## src/source/kmeans_cfg_pkg.sv

```systemverilog
package kmeans_cfg_pkg;

	//////////////////////////////////////////////////////////////////////
	// data widths
	//////////////////////////////////////////////////////////////////////

	// one feature word per dimension
	localparam int FEATURE_W = 32;
	// sums, counts and sse all share this width
	localparam int ACC_W = 64;

	//////////////////////////////////////////////////////////////////////
	// accumulator limits
	//////////////////////////////////////////////////////////////////////

	// up to 8 clusters
	localparam int MAX_CLUSTER_BITS = 3;
	// up to 16 dimensions
	localparam int MAX_DIM_BITS = 4;
	// below this the rmw pipeline would hit its own write
	localparam int MIN_DIM = 4;
	// 32 entries per input buffer
	localparam int FIFO_DEPTH_BITS = 5;

	// index or total, one extra bit so the total fits
	typedef logic [MAX_CLUSTER_BITS:0] cluster_t;
	typedef logic [MAX_DIM_BITS:0] dim_t;
	// cluster index in the upper bits, dimension below
	typedef logic [MAX_CLUSTER_BITS+MAX_DIM_BITS-1:0] ram_addr_t;
	typedef logic [FEATURE_W-1:0] feature_t;

endpackage
```

## src/source/accu_ifs.sv

```systemverilog
`timescale 1ns/1ns

// decode stage to execute and result stages
interface pair_if;
	import kmeans_cfg_pkg::*;

	logic beat_valid;
	feature_t feature;
	cluster_t cluster;
	dim_t dim;
	logic last_dim;
	// both input fifos empty
	logic drained;

	modport source (output beat_valid, feature, cluster, dim, last_dim, drained);
	modport sink (input beat_valid, feature, cluster, dim, last_dim);
	modport monitor (input drained);
endinterface


```

## src/source/sample_pairing.sv

```systemverilog
`timescale 1ns/1ns

module sample_pairing (
	input logic clk,
	input logic rst_n_reg,
	input logic feature_valid_i,
	input kmeans_cfg_pkg::feature_t feature_i,
	input logic dist_valid_i,
	input kmeans_cfg_pkg::cluster_t cluster_i,
	input kmeans_cfg_pkg::dim_t data_dim_i,
	pair_if.source pair
);
	import kmeans_cfg_pkg::*;

	// feature buffer
	feature_t feat_head;
	logic feat_valid;
	logic feat_empty;

	// cluster record buffer, one entry per sample
	cluster_t clus_head;
	logic clus_valid;
	logic clus_empty;

	// position inside the current sample
	dim_t dim_cnt;
	logic fire;
	logic last;

	//////////////////////////////////////////////////////////////////////
	// input buffers
	//////////////////////////////////////////////////////////////////////

	sync_fifo #(.WIDTH(FEATURE_W), .DEPTH_BITS(FIFO_DEPTH_BITS)) i_feature_fifo (
		.clk(clk),
		.rst_n_reg(rst_n_reg),
		.wr_en_i(feature_valid_i),
		.wr_data_i(feature_i),
		.rd_en_i(fire),
		.rd_data_o(feat_head),
		.valid_o(feat_valid),
		.empty_o(feat_empty),
		.full_o()
	);

	sync_fifo #(.WIDTH($bits(cluster_t)), .DEPTH_BITS(FIFO_DEPTH_BITS)) i_cluster_fifo (
		.clk(clk),
		.rst_n_reg(rst_n_reg),
		.wr_en_i(dist_valid_i),
		.wr_data_i(cluster_i),
		.rd_en_i(fire & last),
		.rd_data_o(clus_head),
		.valid_o(clus_valid),
		.empty_o(clus_empty),
		.full_o()
	);

	//////////////////////////////////////////////////////////////////////
	// pairing
	//////////////////////////////////////////////////////////////////////

	// both heads present, take one feature
	assign fire = feat_valid & clus_valid;
	assign last = (dim_cnt == dim_t'(data_dim_i - 1'b1));
	assign pair.drained = feat_empty & clus_empty;

	// walk dimensions, wrap at end of sample
	always_ff @(posedge clk) begin
		if (!rst_n_reg) begin
			dim_cnt <= '0;
			pair.beat_valid <= 1'b0;
		end else begin
			pair.beat_valid <= fire;
			if (fire) begin
				dim_cnt <= last ? '0 : dim_cnt + 1'b1;
			end
		end
	end

	// beat payload, leaves one cycle after both heads valid
	always_ff @(posedge clk) begin
		pair.feature <= feat_head;
		pair.cluster <= clus_head;
		pair.dim <= dim_cnt;
		pair.last_dim <= last;
	end

endmodule

```

## src/source/sync_fifo.sv

```systemverilog
`timescale 1ns/1ns

module sync_fifo #(
	parameter int WIDTH = kmeans_cfg_pkg::FEATURE_W,
	parameter int DEPTH_BITS = kmeans_cfg_pkg::FIFO_DEPTH_BITS
) (
	input logic clk,
	input logic rst_n_reg,
	input logic wr_en_i,
	input logic [WIDTH-1:0] wr_data_i,
	input logic rd_en_i,
	output logic [WIDTH-1:0] rd_data_o,
	output logic valid_o,
	output logic empty_o,
	output logic full_o
);

	// entry storage
	logic [WIDTH-1:0] mem [2**DEPTH_BITS];

	// msb is the wrap bit
	logic [DEPTH_BITS:0] wr_ptr;
	logic [DEPTH_BITS:0] rd_ptr;
	logic do_wr;
	logic do_rd;

	// same index on the same lap
	assign empty_o = (wr_ptr == rd_ptr);
	// same index with the writer one lap ahead
	assign full_o = (wr_ptr[DEPTH_BITS] != rd_ptr[DEPTH_BITS]) &&
		(wr_ptr[DEPTH_BITS-1:0] == rd_ptr[DEPTH_BITS-1:0]);

	// show-ahead head entry
	assign valid_o = ~empty_o;
	assign rd_data_o = mem[rd_ptr[DEPTH_BITS-1:0]];

	// writes into a full fifo are lost
	assign do_wr = wr_en_i & ~full_o;
	assign do_rd = rd_en_i & ~empty_o;

	always_ff @(posedge clk) begin
		if (do_wr) begin
			mem[wr_ptr[DEPTH_BITS-1:0]] <= wr_data_i;
		end
	end

	always_ff @(posedge clk) begin
		if (!rst_n_reg) begin
			wr_ptr <= '0;
			rd_ptr <= '0;
		end else begin
			if (do_wr) begin
				wr_ptr <= wr_ptr + 1'b1;
			end
			if (do_rd) begin
				rd_ptr <= rd_ptr + 1'b1;
			end
		end
	end

endmodule

```

## src/flat_wrapper.sv

```systemverilog
// flat-port wrapper written by rule: the top's interface ports become plain ports
module sample_pairing_flat import kmeans_cfg_pkg::*;
  (clk, rst_n_reg, feature_valid_i, feature_i, dist_valid_i, cluster_i, data_dim_i, pair_beat_valid, pair_feature, pair_cluster, pair_dim, pair_last_dim, pair_drained);
  pair_if pair_i ();
  input logic clk;
  input logic rst_n_reg;
  input logic feature_valid_i;
  input kmeans_cfg_pkg::feature_t feature_i;
  input logic dist_valid_i;
  input kmeans_cfg_pkg::cluster_t cluster_i;
  input kmeans_cfg_pkg::dim_t data_dim_i;
  output wire logic [$bits(pair_i.beat_valid)-1:0] pair_beat_valid;
  output wire logic [$bits(pair_i.feature)-1:0] pair_feature;
  output wire logic [$bits(pair_i.cluster)-1:0] pair_cluster;
  output wire logic [$bits(pair_i.dim)-1:0] pair_dim;
  output wire logic [$bits(pair_i.last_dim)-1:0] pair_last_dim;
  output wire logic [$bits(pair_i.drained)-1:0] pair_drained;
  assign pair_beat_valid = pair_i.beat_valid;
  assign pair_feature = pair_i.feature;
  assign pair_cluster = pair_i.cluster;
  assign pair_dim = pair_i.dim;
  assign pair_last_dim = pair_i.last_dim;
  assign pair_drained = pair_i.drained;
  sample_pairing u_core (.clk(clk), .rst_n_reg(rst_n_reg), .feature_valid_i(feature_valid_i), .feature_i(feature_i), .dist_valid_i(dist_valid_i), .cluster_i(cluster_i), .data_dim_i(data_dim_i), .pair(pair_i));
endmodule
```

## config.mk

```make
export PLATFORM = sky130hd
export DESIGN_NAME = sample_pairing_flat
export DESIGN_NICKNAME = d
export VERILOG_FILES = /design/src/source/kmeans_cfg_pkg.sv /design/src/source/accu_ifs.sv /design/src/source/sample_pairing.sv /design/src/source/sync_fifo.sv /design/src/flat_wrapper.sv
export SDC_FILE = /design/constraint.sdc
export NUM_CORES = 1
export LEC_CHECK = 0
export BUFFER_PORTS_ARGS = -buffer_cell sky130_fd_sc_hd__buf_2
export CORE_ASPECT_RATIO = 2
export CORE_UTILIZATION = 55
export CTS_CLUSTER_DIAMETER = 30
export DETAILED_ROUTE_END_ITERATION = 8
export PLACE_DENSITY = 0.75
export SYNTH_ARGS = -nofsm -noshare
export SYNTH_HDL_FRONTEND = slang
export SYNTH_SLANG_ARGS = --single-unit
```

## constraint.sdc

```tcl
create_clock -name clk -period 7.05 [get_ports clk]
set_clock_uncertainty 0.1 [all_clocks]
set_input_delay 0 -clock clk [delete_from_list [all_inputs] [get_ports clk]]
set_output_delay 0 -clock clk [all_outputs]
set_load 0.01 [all_outputs]
```

==> results_dict.tcl <==
set metrics [dict create \
    vias 24000 \
    syn_nets 2394 \
    setup_viol 0 \
    crit_fanout 43 \
    grt_max_degree 124 \
    layout.nets 2531 \
    cts.sinks 1224 \
    grt_first_pass_wirelength_um 176000 \
    startpoint "u_core.i_feature_fifo.rd_ptr[4]" \
    finalCritPeriodShare 0.678 \
    clockBufferDepth 3 \
    wirelength_um 125000 \
    worst_pin_slew_ns 1.39 \
    synthMuxAreaShare 0.149 \
    r2r_slack_ns 2.27 \
    synth.yosys.seq_area_share 0.762 \
    post_cts_resized 0 \
    syn_to_final_growth_pct 12.8 \
    fin_crit_ns 4.78 \
    chipWidth_um 209 \
    final_cell_mix "edfxtp_1 (1,152), mux4_2 (216), mux2i_1 (175)" \
    design_area_um2 53400 \
    drv_cap 0 \
    crit_type "reg -> reg" \
    peakVddDrop_v 0.000258 \
    netlist_area_um2 47300 \
    placed_area_um2 48800 \
    post-dp-hpwl_um 77800 \
    min_from "dist_valid_i" \
    ys_types 58 \
    synth-simple-area-share 0.0233 \
    endpoint_kind "flip-flop" \
    final_common_cell "edfxtp_1" \
    timing.critical_path.max_delay_family "simple AND/OR/NAND/NOR gates" \
    ys_dominant_reg_cell "edfxtp_1" \
    clk_latency_ns 0.73 \
    vias_per_cell 6.58 \
    routedWlPerCell_um 34.3 \
    numCtsBuffers 117 \
    synth-adder-area-share 0.00318 \
    power.density_nw_per_um2 294 \
    io_buffers 88 \
    synth.avg_cell_area_um2 20.2 \
    rows 151 \
    first_pass_iters 7 \
    async_flop_share 0 \
    rsz0062_at_grt "no" \
    coreArea_um2 84800 \
    synth_edf_count 1152 \
    drc_errors 0 \
    crit_buf_inv 1 \
    syn_inst 2337 \
    clk_pin_slew_worst_paths_ns 0.07 \
    synth_warnings 0 \
    drtAntennaViolNets 0 \
    hold_class "in -> reg" \
    regToRegStartpoint "u_core.i_feature_fifo.rd_ptr[4]" \
    slew_headroom 0.0736 \
    h-tree-depth 3 \
    path_cells "inv_2 > o221ai_2 > o31a_1 > nand2_1 > nor2_4" \
    worst_hold_slack_ns 0.176 \
    cpMaxStageDelayCell "nor2_4" \
    die_h_um 417 \
    grt_pass1_vias 24900 \
    grtUsageTotal 0.293 \
    max_freq_ghz 0.209 \
    post-cts-setup-buffers 0 \
    synthXorXnorAreaFrac 0.00458 \
    p_leak_nw 16.3 \
    drive_gt1_frac 0.249 \
    cp-start-kind "flip-flop" \
    gr-total-overflow 0 \
    slowest_delay_ns 1.26 \
    antenna_found_initial 4 \
    dieArea_um2 87200 \
    setup-tns-final_ns 0 \
    synth_compound_area_frac 0.0406 \
    synth-seq-cells 1224 \
    status "completed" \
    cp.required_ns 7.27 \
    cts_tree "done" \
    finalHoldViolCount 0 \
    gpl.final_weighted_congestion 0.927 \
    cts_root_buf "clkbuf_16" \
    dr.first_iter.drc_count 2606 \
    synth_top_family_by_area "multiplexers" \
    cp_data_arrival_time_ns 5.00 \
    slew_violations 0 \
    initial_utilization 0.557 \
    ios 89 \
]
-- power by group --
| group | internal (mW) | total [mW] | switching, mW |
|---|---|---|---|
| Combinational | 0.344 | 0.956 | 0.612 |
| Clock | 3.67 | 6.59 | 2.93 |
| Sequential | 8.03 | 8.12 | 0.0899 |
-- synth_stat cells, types with 12 or more instances --
master | instances | area share
or2_2 | 14 | 0.0019
mux4_2 | 216 | 0.10
nand2_1 | 49 | 0.0039
mux2_2 | 40 | 0.0095
nor2_1 | 81 | 0.0064
buf_4 | 33 | 0.0052
edfxtp_1 | 1152 | 0.73
o211ai_1 | 35 | 0.0056
mux2i_1 | 175 | 0.037
a32oi_1 | 13 | 0.0024
clkbuf_1 | 55 | 0.0044
o211a_1 | 19 | 0.0040
xnor2_1 | 14 | 0.0026
buf_2 | 39 | 0.0041
a21oi_1 | 57 | 0.0060
a211oi_1 | 16 | 0.0025
o21ai_0 | 38 | 0.0040
inv_1 | 12 | 0.00095
ha_1 | 12 | 0.0032
dfxtp_1 | 72 | 0.030
a22oi_1 | 32 | 0.0051
nand3_1 | 15 | 0.0016
a221oi_1 | 32 | 0.0059
-- path summary, 6_finish.rpt --
path	end	cells after the start
min reg2reg	u_core.pair.dim[4]	0
min	u_core.i_cluster_fifo.wr_ptr[5]	5
max reg2reg	u_core.i_feature_fifo.mem[22][3]	5
max	u_core.i_feature_fifo.mem[22][3]	5
-- layer usage --
layer  wire length (µm)  track usage  vias to the layer above
met5                 41      0.00226                        -
met4              12500        0.257                        4
met3               8690       0.0468                      355
met2              66400        0.521                     1329
li1                   -            -                     9906
met1              37600        0.296                    12400
-- cell families (layout without fill, tap and decap cells) --
group | Yosys count | count (layout)
other | 0 | 3
buffers and inverters | 154 | 392
AOI/OAI and AO/OA | 269 | 269
and+or+nand+nor | 224 | 224
adders and majority gates | 12 | 12
muxes | 431 | 431
DFF | 1224 | 1224
xor gates and xnor gates | 23 | 23
-- layout make-up --
cell class              instances  area (µm²)
flip-flops and latches       1224       36100
fillers                      5510       31500
multi-input cells             959       10700
clock buffers                 130        3020
well taps                    1071        1340
repair buffers                158        1120
clock inverters                90        1060
inverters                      14        52.6
diodes                          3        7.51
-- state kept, by name, indices dropped and copies added (netlist names), 6 cells and up --
register and cells:
u_core.i_feature_fifo.mem 1024, u_core.i_cluster_fifo.wr_ptr 6, u_core.pair.feature 32, u_core.i_cluster_fifo.mem 128, u_core.i_feature_fifo.rd_ptr 6, u_core.i_cluster_fifo.rd_ptr 6, u_core.i_feature_fifo.wr_ptr 6
-- worst register-to-register path, cell delays in order (launching register included) --
cell	delay, ns
dfxtp_2	1.04
inv_2	0.48
o221ai_2	0.48
o31a_1	0.40
nand2_1	0.58
nor2_4	1.26
-- what timing repair did --
item                                   4_1_cts  5_1_grt
endpoints found under the hold margin     1217        0
hold buffers                                50        0
setup endpoints to repair                    0        0
-- stage by stage --
step | total power, mW | setup WS (ns) | util | std cells
global route | 16.0 | 2.13 | 0.629 | 3646
finish | 15.7 | 2.27 | 0.629 | 3649
detailed placement | 9.21 | 2.33 | 0.575 | 3376
floorplan | 8.75 | 3.84 | - | 2337
global placement | 9.19 | 2.48 | 0.575 | 3376
CTS | 15.7 | 2.34 | 0.629 | 3646
(Power assumes the default switching activity.)
