<file path="config.mk">
export PLATFORM = sky130hd
export DESIGN_NAME = result_sequencer_flat
export DESIGN_NICKNAME = d
export VERILOG_FILES = /design/src/source/kmeans_cfg_pkg.sv /design/src/source/kmeans_agg_pkg.sv /design/src/source/accu_ifs.sv /design/src/source/result_sequencer.sv /design/src/flat_wrapper.sv
export SDC_FILE = /design/constraint.sdc
export NUM_CORES = 1
export LEC_CHECK = 0
export BUFFER_PORTS_ARGS = -buffer_cell sky130_fd_sc_hd__buf_2
export CAP_MARGIN = 20
export CORE_AREA = 2 2 110 112
export CTS_CLUSTER_DIAMETER = 200
export DETAILED_ROUTE_END_ITERATION = 16
export DIE_AREA = 0 0 112 114
export GPL_TIMING_DRIVEN = 0
export PLACE_DENSITY = 0.66
export SETUP_SLACK_MARGIN = 0.4
export SKIP_CTS_REPAIR_TIMING = 1
export SLEW_MARGIN = 0
export SYNTH_ARGS = -nofsm -noshare
export SYNTH_HDL_FRONTEND = slang
export SYNTH_SLANG_ARGS = --single-unit
</file>
<file path="constraint.sdc">
create_clock -name clk -period 1.9 [get_ports clk]
set_input_delay 0.095 -clock clk [delete_from_list [all_inputs] [get_ports clk]]
set_output_delay 0.095 -clock clk [all_outputs]
set_load 0.1 [all_outputs]
</file>
<file path="src/source/kmeans_cfg_pkg.sv">
package kmeans_cfg_pkg;

	//////////////////////////////////////////////////////////////////////
	// data widths
	//////////////////////////////////////////////////////////////////////

	// one feature word per dimension
	localparam int FEATURE_W = 32;
	// sums, counts and sse all share this width
	localparam int ACC_W = 64;

	//////////////////////////////////////////////////////////////////////
	// accumulator limits
	//////////////////////////////////////////////////////////////////////

	// up to 8 clusters
	localparam int MAX_CLUSTER_BITS = 3;
	// up to 16 dimensions
	localparam int MAX_DIM_BITS = 4;
	// below this the rmw pipeline would hit its own write
	localparam int MIN_DIM = 4;
	// 32 entries per input buffer
	localparam int FIFO_DEPTH_BITS = 5;

	// index or total, one extra bit so the total fits
	typedef logic [MAX_CLUSTER_BITS:0] cluster_t;
	typedef logic [MAX_DIM_BITS:0] dim_t;
	// cluster index in the upper bits, dimension below
	typedef logic [MAX_CLUSTER_BITS+MAX_DIM_BITS-1:0] ram_addr_t;
	typedef logic [FEATURE_W-1:0] feature_t;

endpackage
</file>
<file path="src/source/kmeans_agg_pkg.sv">
package kmeans_agg_pkg;

	//////////////////////////////////////////////////////////////////////
	// result words
	//////////////////////////////////////////////////////////////////////

	// accumulator and output word
	typedef logic [kmeans_cfg_pkg::ACC_W-1:0] acc_word_t;

	//////////////////////////////////////////////////////////////////////
	// result sequencer states
	//////////////////////////////////////////////////////////////////////

	// drain waits for empty fifos and idle rmw pipeline
	// send_sse also absorbs the last sum read in flight
	typedef enum logic [2:0] {
		IDLE,
		DRAIN,
		WAIT_READY,
		SEND_COUNT,
		SEND_SUM,
		SEND_SSE,
		CLEAR
	} agg_state_t;

endpackage

</file>
<file path="src/source/accu_ifs.sv">
`timescale 1ns/1ns

// decode stage to execute and result stages
interface pair_if;
	import kmeans_cfg_pkg::*;

	logic beat_valid;
	feature_t feature;
	cluster_t cluster;
	dim_t dim;
	logic last_dim;
	// both input fifos empty
	logic drained;

	modport source (output beat_valid, feature, cluster, dim, last_dim, drained);
	modport sink (input beat_valid, feature, cluster, dim, last_dim);
	modport monitor (input drained);
endinterface

// result stage borrows the ram and reads the counters
interface agg_if;
	import kmeans_cfg_pkg::*;
	import kmeans_agg_pkg::*;

	logic agg_active;
	ram_addr_t rd_addr;
	cluster_t count_sel;
	logic clear;
	logic busy;
	acc_word_t sum_data;
	acc_word_t count_data;
	acc_word_t sse_data;

	modport master (output agg_active, rd_addr, count_sel, clear,
		input busy, sum_data, count_data, sse_data);
	modport target (input agg_active, rd_addr, count_sel, clear,
		output busy, sum_data, count_data, sse_data);
endinterface

</file>
<file path="src/source/result_sequencer.sv">
`timescale 1ns/1ns

module result_sequencer (
	input logic clk,
	input logic rst_n_reg,
	input logic terminate_i,
	input logic agg_ready_i,
	input kmeans_cfg_pkg::dim_t data_dim_i,
	input kmeans_cfg_pkg::cluster_t num_cluster_i,
	pair_if.monitor pair,
	agg_if.master agg,
	output logic accu_finish_o,
	output logic agg_valid_o,
	output kmeans_agg_pkg::acc_word_t agg_data_o
);
	import kmeans_cfg_pkg::*;
	import kmeans_agg_pkg::*;

	agg_state_t state;

	// walk clusters, then dimensions inside each cluster
	cluster_t clus_cnt;
	dim_t dim_cnt;
	logic last_clus;
	logic last_dim;

	// ram read issued last cycle, data on sum_data now
	logic sum_rd_q;

	assign last_clus = (clus_cnt == cluster_t'(num_cluster_i - 1'b1));
	assign last_dim = (dim_cnt == dim_t'(data_dim_i - 1'b1));

	//////////////////////////////////////////////////////////////////////
	// control FSM
	//////////////////////////////////////////////////////////////////////

	always_ff @(posedge clk) begin
		if (!rst_n_reg) begin
			state <= IDLE;
			clus_cnt <= '0;
			dim_cnt <= '0;
		end else begin
			case (state)
				IDLE: begin
					if (terminate_i) begin
						state <= DRAIN;
					end
				end
				// fifos empty and no write pending
				DRAIN: begin
					if (pair.drained && !agg.busy) begin
						state <= WAIT_READY;
					end
				end
				WAIT_READY: begin
					clus_cnt <= '0;
					if (agg_ready_i) begin
						state <= SEND_COUNT;
					end
				end
				// one count word per cluster
				SEND_COUNT: begin
					if (last_clus) begin
						clus_cnt <= '0;
						dim_cnt <= '0;
						state <= SEND_SUM;
					end else begin
						clus_cnt <= clus_cnt + 1'b1;
					end
				end
				// cluster-major sum reads
				SEND_SUM: begin
					if (last_dim) begin
						dim_cnt <= '0;
						if (last_clus) begin
							clus_cnt <= '0;
							state <= SEND_SSE;
						end else begin
							clus_cnt <= clus_cnt + 1'b1;
						end
					end else begin
						dim_cnt <= dim_cnt + 1'b1;
					end
				end
				// hold while the last sum leaves
				SEND_SSE: begin
					if (!sum_rd_q) begin
						state <= CLEAR;
					end
				end
				CLEAR: begin
					state <= IDLE;
				end
				default: begin
					state <= IDLE;
				end
			endcase
		end
	end

	assign accu_finish_o = (state == WAIT_READY);
	assign agg.agg_active = (state == SEND_SUM);
	assign agg.rd_addr = {clus_cnt[MAX_CLUSTER_BITS-1:0], dim_cnt[MAX_DIM_BITS-1:0]};
	assign agg.count_sel = clus_cnt;
	// counts and sse zeroed for next iteration
	assign agg.clear = (state == CLEAR);

	//////////////////////////////////////////////////////////////////////
	// output words
	//////////////////////////////////////////////////////////////////////

	always_ff @(posedge clk) begin
		if (!rst_n_reg) begin
			sum_rd_q <= 1'b0;
			agg_valid_o <= 1'b0;
		end else begin
			sum_rd_q <= (state == SEND_SUM);
			agg_valid_o <= sum_rd_q || (state == SEND_COUNT) ||
				(state == SEND_SSE && !sum_rd_q);
		end
	end

	// sum data has priority, it overlaps the first sse cycle
	always_ff @(posedge clk) begin
		if (sum_rd_q) begin
			agg_data_o <= agg.sum_data;
		end else if (state == SEND_COUNT) begin
			agg_data_o <= agg.count_data;
		end else begin
			agg_data_o <= agg.sse_data;
		end
	end

endmodule

</file>
<file path="src/flat_wrapper.sv">
// flat-port wrapper written by rule: the top's interface ports become plain ports
module result_sequencer_flat import kmeans_cfg_pkg::*; import kmeans_agg_pkg::*;
  (clk, rst_n_reg, terminate_i, agg_ready_i, data_dim_i, num_cluster_i, accu_finish_o, agg_valid_o, agg_data_o, pair_drained, agg_agg_active, agg_rd_addr, agg_count_sel, agg_clear, agg_busy, agg_sum_data, agg_count_data, agg_sse_data);
  pair_if pair_i ();
  agg_if agg_i ();
  input logic clk;
  input logic rst_n_reg;
  input logic terminate_i;
  input logic agg_ready_i;
  input kmeans_cfg_pkg::dim_t data_dim_i;
  input kmeans_cfg_pkg::cluster_t num_cluster_i;
  output logic accu_finish_o;
  output logic agg_valid_o;
  output kmeans_agg_pkg::acc_word_t agg_data_o;
  input wire logic [$bits(pair_i.drained)-1:0] pair_drained;
  output wire logic [$bits(agg_i.agg_active)-1:0] agg_agg_active;
  output wire logic [$bits(agg_i.rd_addr)-1:0] agg_rd_addr;
  output wire logic [$bits(agg_i.count_sel)-1:0] agg_count_sel;
  output wire logic [$bits(agg_i.clear)-1:0] agg_clear;
  input wire logic [$bits(agg_i.busy)-1:0] agg_busy;
  input wire logic [$bits(agg_i.sum_data)-1:0] agg_sum_data;
  input wire logic [$bits(agg_i.count_data)-1:0] agg_count_data;
  input wire logic [$bits(agg_i.sse_data)-1:0] agg_sse_data;
  assign pair_i.drained = pair_drained;
  assign agg_agg_active = agg_i.agg_active;
  assign agg_rd_addr = agg_i.rd_addr;
  assign agg_count_sel = agg_i.count_sel;
  assign agg_clear = agg_i.clear;
  assign agg_i.busy = agg_busy;
  assign agg_i.sum_data = agg_sum_data;
  assign agg_i.count_data = agg_count_data;
  assign agg_i.sse_data = agg_sse_data;
  result_sequencer u_core (.clk(clk), .rst_n_reg(rst_n_reg), .terminate_i(terminate_i), .agg_ready_i(agg_ready_i), .data_dim_i(data_dim_i), .num_cluster_i(num_cluster_i), .pair(pair_i), .agg(agg_i), .accu_finish_o(accu_finish_o), .agg_valid_o(agg_valid_o), .agg_data_o(agg_data_o));
endmodule
</file>
==> results.yml <==
run_status:
  status: "complete, but fails checks"
  failed_checks: "negative hold slack"
grt:
  use_met1: 0.2240
  grt_first_pass_wirelength_mm: 19.13
  grt_overflow: 0
  antenna_found_initial: 0
  grt_usage: 0.1908
  use_met3: 0.03401
  busiest_layer: "met2"
  grt_max_degree: 14
  gr-usage-met2: 0.3418
  grt_pass1_vias: 3872
synthesis:
  synth_edf_count: 0
  syn_area_sq_mm: 0.003615
  yosysMostFrequentCell: "dfxtp_1"
  yosys_warnings: 0
  yosys-top-cells-count: "dfxtp_1 (78), nand2_1 (77), mux2i_1 (65)"
  ys_seq_elements: 78
  yosys.area.top_type: "dfxtp_1"
  avgSynthCellArea_sq_um: 9.037
  synthDominantCellAreaShare: 0.4320
  syn_inst: 400
  synthFlopType: "dfxtp_1"
  syn-num-nets: 611
  synthArstFlopShare: 0
  synth_cell_types: 44
  synthTopCellsByArea: "dfxtp_1 (43%), mux2i_1 (18%), o21ai_0 (8.6%)"
  ys_seq_area_frac: 0.4320
layout:
  layout.nets: 960
  n_antenna_cell: 0
  drive_above_1_share: 0.4920
  area.growth.synth_to_final_pct: 75.98
  final_core_util: 0.5432
  num-fill-cells: 1117
place:
  dp_hpwl_mm: 10.47
  port_buffers: 284
  gp_congestion: 0.8890
  pre_cts_slack_ns: -0.2300
power_and_ir_drop:
  p_int_mw: 3.833
  p_seq_frac: 0.298
  p_leak_nw: 2.873
  power_density_mw_per_mm2: 991.2
  finalPower_mw: 6.305
  p_switching_mw: 2.471
  clkPwrFrac: 0.318
  ir_worst_vdd_mv: 0.5224
  switching_share: 0.3920
  p_comb_frac: 0.384
floorplanning:
  die_w_um: 112
  core-area_sq_mm: 0.01171
  die_y_um: 114
  num_rows: 40
  die_area_sq_mm: 0.01277
  io_pins: 286
  initial_core_util: 0.3087
routing:
  vias: 4195
  first_pass_iters: 4
  drt_drc_violations_left: 0
  wirelength_mm: 13.70
  via_per_inst: 4.656
  drtIter0Drc: 177
  post_drt_wl_per_cell_um: 15.21
  drt.antenna.violating_nets: 0
clock_network:
  clk_path_buf_depth: 2
  clk_latency_ns: 0.34
  clk_pin_slew_ns: 0.06
  cts-buffers-inserted: 9
  cts_tree: "yes"
  cts_root_buffer: "clkbuf_16"
  clock-sinks: 78
  htreeDepth: 3
setup_path:
  critPathMaxFanout: 7
  critical_path_class: "flop to flop"
  worstPathArrival_ns: 1.87
  rr_worst_depth: 6
  cp-end-kind: "flop"
  cp_slowest_cell: "dfxtp_2"
  start_kind: "flop"
  crit_buf_inv: 1
  worst-path-stages: 6
  crit_family: "compound AO/OA/AOI/OAI gates"
  cp_cell_sequence: "buf_6 -> nand4bb_1 -> a211oi_2 -> o211ai_1 -> o21ai_2 -> o221ai_1"
  r2r_setup_slack_ns: 0.24
  slowest_delay_ns: 0.33
  cp.required_ns: 2.10
sta:
  worstMarginPinSlew_ns: 0.5237
  whs_ns: -0.04193
  rsz0062_at_grt: "yes"
  relSlewSlack: 0.6532
  setup_viol: 0
  skew_ns: 0.009740
  slew_violations: 0
  max_freq_ghz: 0.6013
  setup_slack_ns: 0.2368
  hold_violations: 19
  period_share: 0.8754
  period_minus_slack_ns: 1.663
job:
  max-cap-violations: 0
worst_hold_path:
  worst_hold_path_type: "input pin to flop"
  whs_path_depth: 3
through the flow:
stage               hold WS [ns]  area, sq um  cells  setup TNS (ns)
floorplan                 0.2077         3672    400        -0.02510
CTS                     -0.05351         5625    847          -2.760
global placement          0.2946         5278    831          -1.042
finish                  -0.04193         6361    901               0
global route           0.0005490         6361    901               0
detailed placement        0.2986         5278    831          -2.395
kinds of logic (layout without fill, tap and decap cells):
logic type                 Yosys count  count (layout)  synth area share
and+or+nand+nor                    110             110            0.1392
AOI/OAI and AO/OA                   90              90            0.1461
DFF                                 78              78            0.4320
muxes                               65              65            0.1800
buffers and inverters               41             395           0.05573
xor gates and xnor gates            12              12           0.03323
adders and majority gates            4               4           0.01385
routing by layer:
layer / vias to the layer above / share of wire
met5: - / 0
met4: 0 / 0.022
met3: 24 / 0.063
met2: 160 / 0.51
met1: 1921 / 0.40
li1: 2090 / -
tightest hold or removal path: cells and delay by family:
family,cells,cell delay (ns)
buffers and inverters,1,0.08
AOI/OAI and AO/OA,1,0.05
and+or+nand+nor,1,0.04
registers in the layout, summed over array words and instances (netlist names):
| register | count |
|---|---|
| u_core.agg_valid_o | 1 |
| u_core.agg_data_o | 64 |
| u_core.state | 3 |
| u_core.dim_cnt | 5 |
| u_core.sum_rd_q | 1 |
| u_core.agg.count_sel | 4 |
power groups by stage:
| stage | registers [mW] | logic, mW | clock network (mW) |
|---|---|---|---|
| floorplan | 3.02 | 0.534 | 0 |
| global placement | 1.89 | 2.14 | 0 |
| detailed placement | 1.90 | 2.17 | 0 |
| CTS | 1.86 | 2.17 | 2.06 |
| global route | 1.90 | 2.53 | 2.12 |
| finish | 1.88 | 2.42 | 2.01 |
final cells by class:
class                   count  area, sq um  share of cell area
plain buffers              33        262.8             0.04131
clock buffers              11        242.7             0.03816
clock inverters             5        105.1             0.01652
inverters                   8        33.78            0.005311
multi-input cells         281         1982              0.3116
flip-flops and latches     78         1587              0.2494
well taps                 147        183.9             0.02891
repair buffers            338         1964              0.3088
worst paths after layout:
| kind | end | startpoint |
|---|---|---|
| worst max-delay path | u_core.agg.count_sel[2] | u_core.dim_cnt[2] |
| worst min-delay path | u_core.agg_data_o[21] | agg_sum_data[21] |
| worst max register to register | u_core.agg.count_sel[2] | u_core.dim_cnt[2] |
| worst min register to register | u_core.dim_cnt[3] | u_core.dim_cnt[3] |
placed cells by master, fill, tap and decap left out, types with 2 or more instances in the layout:
master	netlist	layout
clkbuf_4	0	3
bufinv_16	0	3
nand3b_1	2	2
clkbuf_16	0	10
dfxtp_4	0	5
nand2_1	77	77
buf_6	0	6
o21ai_2	0	2
buf_12	0	4
and3_1	2	2
mux2i_2	0	4
a31oi_4	0	2
mux2i_1	65	60
clkbuf_1	17	13
nor2_1	5	4
xnor2_1	6	5
o21ai_1	6	9
nand4b_1	2	2
buf_8	0	2
buf_2	5	281
o211ai_1	4	4
nor3_1	2	2
o21a_1	2	2
dfxtp_2	0	5
xor2_1	5	4
nand4_1	2	2
clkbuf_2	0	3
nand3_1	7	6
buf_4	11	22
ha_1	4	4
dfxtp_1	78	68
inv_1	8	6
o21ai_0	62	57
o22ai_1	2	2
dlygate4sd3_1	0	37
Power figures use the tool's default switching activity.
